## config.mk

```make
export PLATFORM = sky130hd
export DESIGN_NAME = tage_direction
export DESIGN_NICKNAME = d
export VERILOG_FILES = /design/src/hw/bpu_pkg.sv /design/src/hw/bimodal_table.sv /design/src/hw/tage_direction.sv /design/src/hw/tagged_table.sv
export SDC_FILE = /design/constraint.sdc
export NUM_CORES = 2
export LEC_CHECK = 0
export BUFFER_PORTS_ARGS = -buffer_cell sky130_fd_sc_hd__buf_2
export CAP_MARGIN = 20
export CELL_PAD_IN_SITES_DETAIL_PLACEMENT = 1
export CELL_PAD_IN_SITES_GLOBAL_PLACEMENT = 2
export CORE_MARGIN = 2
export CORE_UTILIZATION = 52
export CTS_BUF_LIST = sky130_fd_sc_hd__clkbuf_8
export CTS_CLUSTER_DIAMETER = 150
export DETAILED_ROUTE_END_ITERATION = 16
export PLACE_DENSITY_LB_ADDON = 0.3
export SYNTH_ARGS = -nofsm -noshare
export SYNTH_HDL_FRONTEND = slang
export SYNTH_SLANG_ARGS = --single-unit
```

## constraint.sdc

```tcl
create_clock -name clk -period 43.4 [get_ports clk]
set_input_delay 6.51 -clock clk [delete_from_list [all_inputs] [get_ports clk]]
set_output_delay 6.51 -clock clk [all_outputs]
set_load 0.005 [all_outputs]
```

## src/hw/bpu_pkg.sv

```systemverilog
`default_nettype none

package bpu_pkg;

    localparam int XLEN     = 32;
    localparam int HIST_LEN = 16;

    localparam int BIM_ENTRIES = 256;
    localparam int BIM_IDX_W   = 8;     // pc[9:2]
    localparam int TAG_ENTRIES = 64;
    localparam int TAG_IDX_W   = 6;
    localparam int TAG_W       = 10;
    localparam int PTAG_W      = 6;     // upper tag bits compared on lookup
    localparam int BTB_ENTRIES = 64;
    localparam int BTB_IDX_W   = 6;     // pc[7:2]
    localparam int BTB_TAG_W   = 24;    // pc[31:8]

    // hash slices
    localparam int PC_IDX_LSB      = 2;
    localparam int PC_TAG_LSB      = 8;  // pc[17:8] feeds both tag hashes
    localparam int T0_IDX_HIST_LSB = 0;  // hist[5:0]
    localparam int T1_IDX_HIST_LSB = 8;  // hist[13:8]
    localparam int T0_TAG_HIST_LSB = 6;  // hist[15:6]
    localparam int T1_TAG_HIST_W   = 8;  // hist[7:0], zero extended

    localparam logic [1:0] CTR_STRONG_NT = 2'd0;
    localparam logic [1:0] CTR_WEAK_NT   = 2'd1;
    localparam logic [1:0] CTR_WEAK_T    = 2'd2;
    localparam logic [1:0] CTR_STRONG_T  = 2'd3;

    localparam logic [6:0] OPC_BRANCH = 7'b1100011;
    localparam logic [6:0] OPC_JAL    = 7'b1101111;

    typedef enum logic [1:0] {
        PROV_BIM = 2'd0,
        PROV_T0  = 2'd1,
        PROV_T1  = 2'd2
    } provider_e;

    typedef enum logic [1:0] {
        CMD_NONE  = 2'd0,
        CMD_TRAIN = 2'd1,   // saturate toward outcome
        CMD_RESET = 2'd2,   // force strong toward outcome
        CMD_ALLOC = 2'd3    // claim entry with new tag
    } tag_cmd_e;

    typedef struct packed {
        logic       imm12;
        logic [5:0] imm10_5;
        logic [4:0] rs2;
        logic [4:0] rs1;
        logic [2:0] funct3;
        logic [3:0] imm4_1;
        logic       imm11;
        logic [6:0] opcode;
    } b_fmt_t;

    typedef struct packed {
        logic       imm20;
        logic [9:0] imm10_1;
        logic       imm11;
        logic [7:0] imm19_12;
        logic [4:0] rd;
        logic [6:0] opcode;
    } j_fmt_t;

    typedef union packed {
        b_fmt_t b;
        j_fmt_t j;
    } inst_u;

    typedef struct packed {
        logic [XLEN-1:0] pc;
        logic [XLEN-1:0] inst;
    } fetch_req_t;

    typedef struct packed {
        logic            is_ctrl;
        logic            taken;
        logic [XLEN-1:0] target;
        provider_e       provider;
    } bp_pred_t;

    typedef struct packed {
        logic                valid;
        logic                taken;
        logic                correct;
        provider_e           provider;
        logic [XLEN-1:0]     pc;
        logic [XLEN-1:0]     target;
        logic [HIST_LEN-1:0] history;  // snapshot taken at prediction time
    } bp_update_t;

    // 2-bit saturating step
    function automatic logic [1:0] ctr_update(input logic [1:0] ctr, input logic taken);
        if (taken) begin
            return (ctr == CTR_STRONG_T) ? ctr : ctr + 2'd1;
        end
        return (ctr == CTR_STRONG_NT) ? ctr : ctr - 2'd1;
    endfunction

endpackage

`default_nettype wire

```

## src/hw/bimodal_table.sv

```systemverilog
`timescale 1ns/1ps
`default_nettype none

module bimodal_table (
    input  wire                              clk,
    input  wire                              rst,
    input  wire [bpu_pkg::BIM_IDX_W-1:0]     rd_idx_i,
    output logic                             taken_o,
    input  wire                              wr_en_i,
    input  wire [bpu_pkg::BIM_IDX_W-1:0]     wr_idx_i,
    input  wire                              wr_taken_i
);

    logic [1:0] ctr_q [bpu_pkg::BIM_ENTRIES];

    assign taken_o = ctr_q[rd_idx_i][1];  // msb is the direction

    always_ff @(posedge clk or posedge rst) begin
        if (rst) begin
            for (int i = 0; i < bpu_pkg::BIM_ENTRIES; i++) begin
                ctr_q[i] <= bpu_pkg::CTR_WEAK_NT;
            end
        end else if (wr_en_i) begin
            ctr_q[wr_idx_i] <= bpu_pkg::ctr_update(ctr_q[wr_idx_i], wr_taken_i);
        end
    end

    // counter must saturate, never wrap to the opposite end
    assert property (
        @(posedge clk) disable iff (rst)
        wr_en_i |=> ctr_q[$past(wr_idx_i)] !=
            ($past(wr_taken_i) ? bpu_pkg::CTR_STRONG_NT : bpu_pkg::CTR_STRONG_T)
    ) else $error("bimodal counter wrapped at index %0d", $past(wr_idx_i));

endmodule

`default_nettype wire

```

## src/hw/tage_direction.sv

```systemverilog
`timescale 1ns/1ps
`default_nettype none

module tage_direction (
    input  wire                              clk,
    input  wire                              rst,
    input  wire [bpu_pkg::XLEN-1:0]          pc_i,
    input  var bpu_pkg::bp_update_t          update_i,
    output logic                             taken_o,
    output bpu_pkg::provider_e               provider_o,
    output logic [bpu_pkg::HIST_LEN-1:0]     history_o
);

    logic [bpu_pkg::HIST_LEN-1:0] history_q;

    logic [bpu_pkg::TAG_IDX_W-1:0] t0_rd_idx, t1_rd_idx, t0_wr_idx, t1_wr_idx;
    logic [bpu_pkg::TAG_W-1:0]     t0_rd_tag, t1_rd_tag, t0_wr_tag, t1_wr_tag;
    logic                          t0_hit, t1_hit, t0_taken, t1_taken, bim_taken;
    logic                          t1_differs;
    bpu_pkg::tag_cmd_e             t0_cmd, t1_cmd;

    function automatic logic [bpu_pkg::TAG_IDX_W-1:0] idx_hash(
        input logic [bpu_pkg::XLEN-1:0]     pc,
        input logic [bpu_pkg::HIST_LEN-1:0] hist,
        input int                           hlsb
    );
        return pc[bpu_pkg::PC_IDX_LSB +: bpu_pkg::TAG_IDX_W] ^ hist[hlsb +: bpu_pkg::TAG_IDX_W];
    endfunction

    function automatic logic [bpu_pkg::TAG_W-1:0] t0_tag_hash(
        input logic [bpu_pkg::XLEN-1:0]     pc,
        input logic [bpu_pkg::HIST_LEN-1:0] hist
    );
        return pc[bpu_pkg::PC_TAG_LSB +: bpu_pkg::TAG_W] ^
               hist[bpu_pkg::T0_TAG_HIST_LSB +: bpu_pkg::TAG_W];
    endfunction

    function automatic logic [bpu_pkg::TAG_W-1:0] t1_tag_hash(
        input logic [bpu_pkg::XLEN-1:0]     pc,
        input logic [bpu_pkg::HIST_LEN-1:0] hist
    );
        return pc[bpu_pkg::PC_TAG_LSB +: bpu_pkg::TAG_W] ^
               {{(bpu_pkg::TAG_W - bpu_pkg::T1_TAG_HIST_W){1'b0}},
                hist[bpu_pkg::T1_TAG_HIST_W-1:0]};
    endfunction

    // lookup uses live history, update uses the returned snapshot
    assign t0_rd_idx = idx_hash(pc_i, history_q, bpu_pkg::T0_IDX_HIST_LSB);
    assign t1_rd_idx = idx_hash(pc_i, history_q, bpu_pkg::T1_IDX_HIST_LSB);
    assign t0_rd_tag = t0_tag_hash(pc_i, history_q);
    assign t1_rd_tag = t1_tag_hash(pc_i, history_q);
    assign t0_wr_idx = idx_hash(update_i.pc, update_i.history, bpu_pkg::T0_IDX_HIST_LSB);
    assign t1_wr_idx = idx_hash(update_i.pc, update_i.history, bpu_pkg::T1_IDX_HIST_LSB);
    assign t0_wr_tag = t0_tag_hash(update_i.pc, update_i.history);
    assign t1_wr_tag = t1_tag_hash(update_i.pc, update_i.history);

    // longest history wins
    always_comb begin
        if (t1_hit) begin
            provider_o = bpu_pkg::PROV_T1;
            taken_o    = t1_taken;
        end else if (t0_hit) begin
            provider_o = bpu_pkg::PROV_T0;
            taken_o    = t0_taken;
        end else begin
            provider_o = bpu_pkg::PROV_BIM;
            taken_o    = bim_taken;
        end
    end

    always_comb begin
        t0_cmd = bpu_pkg::CMD_NONE;
        t1_cmd = bpu_pkg::CMD_NONE;
        if (update_i.valid) begin
            case (update_i.provider)
                bpu_pkg::PROV_T0: t0_cmd = update_i.correct ? bpu_pkg::CMD_TRAIN : bpu_pkg::CMD_RESET;
                bpu_pkg::PROV_T1: t1_cmd = update_i.correct ? bpu_pkg::CMD_TRAIN : bpu_pkg::CMD_RESET;
                default: begin
                    if (!update_i.correct) begin  // bimodal mispredict allocates
                        if (t1_differs) t1_cmd = bpu_pkg::CMD_ALLOC;
                        else            t0_cmd = bpu_pkg::CMD_ALLOC;
                    end
                end
            endcase
        end
    end

    always_ff @(posedge clk or posedge rst) begin
        if (rst) begin
            history_q <= '0;
        end else if (update_i.valid) begin
            history_q <= {history_q[bpu_pkg::HIST_LEN-2:0], update_i.taken};
        end
    end

    assign history_o = history_q;

    bimodal_table bim_table (
        .clk        (clk),
        .rst        (rst),
        .rd_idx_i   (pc_i[bpu_pkg::PC_IDX_LSB +: bpu_pkg::BIM_IDX_W]),
        .taken_o    (bim_taken),
        .wr_en_i    (update_i.valid),  // always trains
        .wr_idx_i   (update_i.pc[bpu_pkg::PC_IDX_LSB +: bpu_pkg::BIM_IDX_W]),
        .wr_taken_i (update_i.taken)
    );

    tagged_table t0_table (
        .clk (clk), .rst (rst),
        .rd_idx_i (t0_rd_idx), .rd_tag_i (t0_rd_tag), .hit_o (t0_hit), .taken_o (t0_taken),
        .cmd_i (t0_cmd), .wr_idx_i (t0_wr_idx), .wr_tag_i (t0_wr_tag),
        .wr_taken_i (update_i.taken), .tag_differs_o ()
    );

    tagged_table t1_table (
        .clk (clk), .rst (rst),
        .rd_idx_i (t1_rd_idx), .rd_tag_i (t1_rd_tag), .hit_o (t1_hit), .taken_o (t1_taken),
        .cmd_i (t1_cmd), .wr_idx_i (t1_wr_idx), .wr_tag_i (t1_wr_tag),
        .wr_taken_i (update_i.taken), .tag_differs_o (t1_differs)
    );

endmodule

`default_nettype wire

```

## src/hw/tagged_table.sv

```systemverilog
`timescale 1ns/1ps
`default_nettype none

module tagged_table (
    input  wire                              clk,
    input  wire                              rst,
    // lookup
    input  wire [bpu_pkg::TAG_IDX_W-1:0]     rd_idx_i,
    input  wire [bpu_pkg::TAG_W-1:0]         rd_tag_i,
    output logic                             hit_o,
    output logic                             taken_o,
    // update
    input  var bpu_pkg::tag_cmd_e            cmd_i,
    input  wire [bpu_pkg::TAG_IDX_W-1:0]     wr_idx_i,
    input  wire [bpu_pkg::TAG_W-1:0]         wr_tag_i,
    input  wire                              wr_taken_i,
    output logic                             tag_differs_o
);

    localparam int PT_LSB = bpu_pkg::TAG_W - bpu_pkg::PTAG_W;

    logic                        valid_q [bpu_pkg::TAG_ENTRIES];
    logic [bpu_pkg::TAG_W-1:0]   tag_q   [bpu_pkg::TAG_ENTRIES];
    logic [1:0]                  ctr_q   [bpu_pkg::TAG_ENTRIES];

    // partial match on the upper tag bits only
    assign hit_o   = valid_q[rd_idx_i] &&
                     (tag_q[rd_idx_i][bpu_pkg::TAG_W-1:PT_LSB] == rd_tag_i[bpu_pkg::TAG_W-1:PT_LSB]);
    assign taken_o = ctr_q[rd_idx_i][1];

    // an empty slot counts as a different tag
    assign tag_differs_o = !valid_q[wr_idx_i] || (tag_q[wr_idx_i] != wr_tag_i);

    always_ff @(posedge clk or posedge rst) begin
        if (rst) begin
            for (int i = 0; i < bpu_pkg::TAG_ENTRIES; i++) begin
                valid_q[i] <= 1'b0;
            end
        end else if (cmd_i == bpu_pkg::CMD_ALLOC) begin
            valid_q[wr_idx_i] <= 1'b1;
        end
    end

    always_ff @(posedge clk) begin
        case (cmd_i)
            bpu_pkg::CMD_TRAIN: ctr_q[wr_idx_i] <= bpu_pkg::ctr_update(ctr_q[wr_idx_i], wr_taken_i);
            bpu_pkg::CMD_RESET: begin
                ctr_q[wr_idx_i] <= wr_taken_i ? bpu_pkg::CTR_STRONG_T : bpu_pkg::CTR_STRONG_NT;
            end
            bpu_pkg::CMD_ALLOC: begin
                tag_q[wr_idx_i] <= wr_tag_i;
                ctr_q[wr_idx_i] <= wr_taken_i ? bpu_pkg::CTR_WEAK_T : bpu_pkg::CTR_WEAK_NT;
            end
            default: ;
        endcase
    end

    // training only follows a prediction this table provided
    assert property (@(posedge clk) disable iff (rst)
        (cmd_i == bpu_pkg::CMD_TRAIN) |-> valid_q[wr_idx_i]
    ) else $error("train command on invalid entry %0d", wr_idx_i);

endmodule

`default_nettype wire

```

## Word-level counts from Yosys, hierarchy flattened

Memories as Yosys holds them, arrays and structs flattened.
Index checks and enable logic that the tools add are counted.

| storage, ports and cells | value |
|---|---|
| bits in registers | 656 |
| memories | 4 |
| RAM bits | 1536 |
| logic and storage cells | 520 |
| input bits | 119 |

| operators by class | value |
|---|---|
| bitwise gates (word level) | 20 |
| magnitude comparators | 9 |
| mux-type cells | 72 |
| equal/unequal tests | 14 |
| reduce and logical (&&, ||, !) cells | 10 |
| add/sub/neg operators | 6 |

Memory list:

| memory | depth | width | rd ports | clocked after memory_dff | write ports | RTL line | text |
|---|---|---|---|---|---|---|---|
| t0_table.tag_q | 64 | 10 | 1 | 0 | 1 | tagged_table.sv:23 | `logic [bpu_pkg::TAG_W-1:0] tag_q [bpu_pkg::TAG_ENTRIES];` |
| t1_table.tag_q | 64 | 10 | 2 | 0 | 1 | tagged_table.sv:23 |  |
| t0_table.ctr_q | 64 | 2 | 2 | 0 | 1 | tagged_table.sv:24 | `logic [1:0] ctr_q [bpu_pkg::TAG_ENTRIES];` |
| t1_table.ctr_q | 64 | 2 | 2 | 0 | 1 | tagged_table.sv:24 |  |

Operator list:

| kind | number |
|---|---|
| $bwmux 512 | 1 |
| $or 64x64->64 | 2 |
| $mux 2 | 34 |
| $bmux 2 s8 | 2 |
| $ge 7x7->1 const B | 4 |
| $not 6->7 | 4 |
| $mux 1 | 27 |
| $xor 6x6->6 | 4 |
| $xor 10x10->10 | 2 |
| $xor 10x8->10 | 2 |
| $bmux 1 s6 | 3 |
| $ge 9x9->1 const B | 2 |
| $not 8->9 | 2 |
| $demux 2 s8 | 1 |
| $eq 2x2->1 const B | 8 |
| $lt 7x1->1 const B | 2 |
| $demux 1 s6 | 2 |
| $eq 6x6->1 | 2 |
| $ne 10x10->1 | 1 |
| $lt 9x1->1 const B | 1 |
| $pmux 2 s2 | 2 |
| $add 2x1->2 const B | 3 |
| $eq 2x1->1 const B | 3 |
| $logic_not 2->1 | 3 |
| 5 further kinds | 14 |

## Logic depth before layout (Yosys ltp)

| logic depth | value |
|---|---|
| depth in word-level cells | 17 |
| gate-level depth with buffers | 20 |
| gate-level depth less buffers | 11 |

## By module

From an unflattened synthesis, not the netlist that was laid out.

| unflattened totals | value |
|---|---|
| cells, all modules | 6930 |
| area total of the unflattened synthesis | 99233.9 sq um |

By module, submodules not included:

| module | cells each | area each (sq um) | seq. area each (sq um) | instances |
|---|---|---|---|---|
| tagged_table | 2186 | 35718.0 | 24663.7 | 2 |
| bimodal_table | 2443 | 26492.9 | 13132.6 | 1 |
| tage_direction | 115 | 1305.0 | 400.4 | 1 |

## Worst setup path before layout

Ideal clock, no wire load.

| timing | value |
|---|---|
| kind | input to output |
| start | input pc_i[3] (netlist name) |
| end | output taken_o |
| stages on the path | 12 |
| setup slack | 26.731 ns |
| arrival time | 10.159 ns |
| cells stage by stage | clkbuf_1 -> xor2_1 -> clkbuf_1 -> buf_2 -> buf_1 -> clkbuf_1 -> mux4_2 -> mux4_2 -> a211oi_1 -> a31oi_1 -> mux2_2 -> mux2_2 |

| between the ends | value |
|---|---|
| cells in the longest elaborated chain, start to end | 8 |
| elaborated cells on any way between the ends | 24 |

Ends and longest elaborated chain:

| what | RTL line | text |
|---|---|---|
| start, declared | tage_direction.sv:7 | `input wire [bpu_pkg::XLEN-1:0] pc_i,` |
| branches (longest 7 deep; another with $mem_v2 64x10) | - |  |
| $mux 1 * | tage_direction.sv:59 | `if (t1_hit) begin` |
| end, declared | tage_direction.sv:9 | `output logic taken_o,` |

Every way passes the cells marked *. The select of a mux whose other input is x is not followed.

## Worst setup path in the final report

| timing | value |
|---|---|
| start | input pc_i[2] (netlist name) |
| end | output taken_o |

The elaborated chain is that of the path after synthesis.

==> impl_metrics.env <==
export IMPL_initial_core_util_pct=52.40
export IMPL_syn_area_per_cell_um2=14.39
export IMPL_dieArea_um2=171800
export IMPL_remaining_drc_errors=0
export IMPL_clock_latency_ps=1120
export IMPL_die_h_um=414.5
export IMPL_worst_ep_arrival_time_ps=12530
export IMPL_grtUsageTotal_pct=33.79
export IMPL_grt_overflow=0
export IMPL_final_layout_size_suffix_gt1_share_pct=27.95
export IMPL_nNetsFinal=6438
export IMPL_reg2reg_setup_slack_ps=38220
export IMPL_clkPwrFrac_pct=34.1
export IMPL_worstPathMaxFanout=61
export IMPL_netlist_cell_type_count=86
export IMPL_synthCells=6089
export IMPL_post_route_period_util_pct=43.87
export IMPL_clk_pin_slew_worst_paths_ps=60
export IMPL_critPathRequiredTime_ps=36890
export IMPL_switchingPower_mw=1.422
export IMPL_startpoint="pc_i[2]"
export IMPL_synth_seq_area_share_pct=62.96
export IMPL_setup_viol=0
export IMPL_syn_area_um2=87630
export IMPL_cts_resized=0
export IMPL_syn_nets=6210
export IMPL_vias_per_cell=6.749
export IMPL_fmax_mhz=52.53
export IMPL_io_pins=138
export IMPL_status="finished clean"
export IMPL_rsz0062_at_grt="no"
export IMPL_grt_pass1_wl_um=427200
export IMPL_maxSlewViolCount=0
export IMPL_wl_um=290000
export IMPL_synth_area_leaders="edfxtp_1 (44%), mux4_2 (15%), dfrtp_1 (11%)"
export IMPL_cts_sinks=1936
export IMPL_row_count=150
export IMPL_yosysTopAreaCell="edfxtp_1"
export IMPL_portBuffers=71
export IMPL_postCtsHoldBufs=0
export IMPL_cts_root_buf="clkbuf_8"
export IMPL_hold_start="bim_table.ctr_q[92]"
export IMPL_finalSetupTns_ps=0
export IMPL_synth_warnings=0
export IMPL_netlist_top_cells_count="edfxtp_1 (1280), nand2_1 (1096), mux4_2 (580)"
export IMPL_cts_tree="done"
export IMPL_cp_start_kind="primary input"
export IMPL_power_density_nw_per_um2=47.21
export IMPL_skew_ps=80.67
export IMPL_power_switching_share_pct=30.87
export IMPL_via_count=59220
export IMPL_fin_area_um2=97580
export IMPL_peakVddDrop_uv=58.10
export IMPL_hold_viol_final=0
export IMPL_ant_nets=0
export IMPL_drtIter0Drc=6657
export IMPL_maxCapViolCount=0
export IMPL_routed_top_layer="met5"
export IMPL_wire_per_inst_um=33.04
export IMPL_synth_edf_count=1280
export IMPL_end_kind="primary output"
export IMPL_synth_top_area_share_pct=43.87
export IMPL_yosysMostFrequentCell="edfxtp_1"
export IMPL_hp_class="reg -> reg"
export IMPL_p_comb_share_pct=20.9
export IMPL_die_w_um=414.5
export IMPL_rr_startpoint="t1_table.tag_q[53][9]"
export IMPL_crit_type="in -> out"
export IMPL_cts_buffers=335
export IMPL_cts_setup_buffers=0
export IMPL_internal_power_mw=3.185
export IMPL_sequentialPowerShare_pct=45.1
export IMPL_tightest_slew_ps=1175
export IMPL_h_tree_depth=5
export IMPL_core_area_um2=167200
export IMPL_synth_flop_cell="edfxtp_1"
export IMPL_first_pass_iters=6
export IMPL_place_hpwl_um=178100
export IMPL_wl_met1_um=109000
export IMPL_gp_congestion=0.9173
export IMPL_dpl_cell_area_um2=91360
export IMPL_grt_max_degree=237
export IMPL_ctsLongestPathBuffers=4
export IMPL_grt_pass1_vias=62680
export IMPL_fin_crit_ps=19040
export IMPL_maxSlewHeadroom_pct=21.00
export IMPL_p_leak_nw=33.47
export IMPL_antenna_found_initial=13
export IMPL_area_growth_synth_to_final_pct=11.36
export IMPL_wl_met2_um=137100
export IMPL_ys_seq_elements=1936
export IMPL_async_flop_share_pct=33.88
export IMPL_routed_wl_met3_um=26720
## cell usage in the layout, fill, tap and decap left out, drive strengths merged, types with 35 or more instances in the layout
master,count
a21oi,90
o22ai,172
xnor2,43
nand3,102
xor2,48
a31o,64
dfrtp,400
mux2,83
dfstp,256
a22oi,62
o21bai,64
mux2i,35
o221ai,43
nor3,238
nor2,150
nand2,1101
edfxtp,1280
inv,116
clkinv,106
clkbuf,366
o21ai,547
mux4,580
buf,323
## power groups by stage
stage,sequential (mW),clock [mW],combinational [mW]
after detailed placement,2.11,0,0.935
after floorplan,2.10,0,0.581
after global routing,2.08,1.66,0.991
after CTS,2.08,1.59,0.941
after global placement,2.11,0,0.910
final,2.08,1.57,0.961
## sequential cells by signal (all words and copies together), names as in the netlist
| name | cells |
|---|---|
| t1_table.ctr_q | 128 |
| t0_table.ctr_q | 128 |
| t1_table.tag_q | 640 |
| history_o | 16 |
| t0_table.valid_q | 64 |
| t1_table.valid_q | 64 |
| t0_table.tag_q | 384 |
| bim_table.ctr_q | 512 |
## cells by family after synthesis
logic type               Yosys count  synth area share (%)
flip-flops                      1936                 62.96
AND/OR/NAND/NOR                 1711                 8.580
AO/OA/AOI/OAI                   1208                 8.550
multiplexers                     698                 16.37
buffers and inverters            443                 2.477
XOR/XNOR                          91                 1.025
adder cells (fa/ha/maj)            2               0.02855
## area by class of cell
type	instances	area (um^2)
Antenna cell	3	7.507
Timing Repair Buffer	323	2432
Fill cell	15780	69640
Sequential cell	1936	55170
Multi-Input combinational cell	3710	31080
Tap cell	2204	2758
Clock buffer	366	5037
Clock inverter	222	1050
Inverter	11	48.80
## routing by layer
metal | track usage (%) | vias to the layer above
met2 | 53.28 | 3275
li1 | - | 24160
met1 | 43.97 | 30860
met3 | 7.764 | 917
met4 | 17.94 | 17
met5 | 0 | -
## final timing paths
check | end | cells past startpoint
setup / recovery | taken_o | 16
hold / removal | bim_table.ctr_q[92] | 2
hold reg to reg | bim_table.ctr_q[92] | 2
min in group asynchronous | t0_table.valid_q[30] | 2
max in group asynchronous | bim_table.ctr_q[137] | 5
setup reg to reg | t1_table.tag_q[28][3] | 12
## per-stage QoR
stage	power (mW)	hold slack [ps]	utilization (%)	std cells	setup WS, ps
after floorplan	2.681	437.7	-	6089	18930
after CTS	4.606	470.4	58.27	8762	24190
after global placement	3.019	451.9	54.60	8168	24370
after detailed placement	3.047	458.6	54.63	8174	24350
after global routing	4.733	485.5	58.35	8774	23950
final	4.607	469.1	58.35	8775	24360
## worst max-delay path, cell delays in order
cell,delay (ps)
buf_6,210
xor2_4,190
buf_4,620
buf_4,710
buf_4,800
mux4_2,640
o2111ai_1,270
nand3_1,160
or3_1,360
a2111oi_0,390
o21ai_0,290
nor4_1,250
buf_4,220
mux2_2,400
mux2_2,310
buf_2,130
Power figures use the tool's default switching activity.
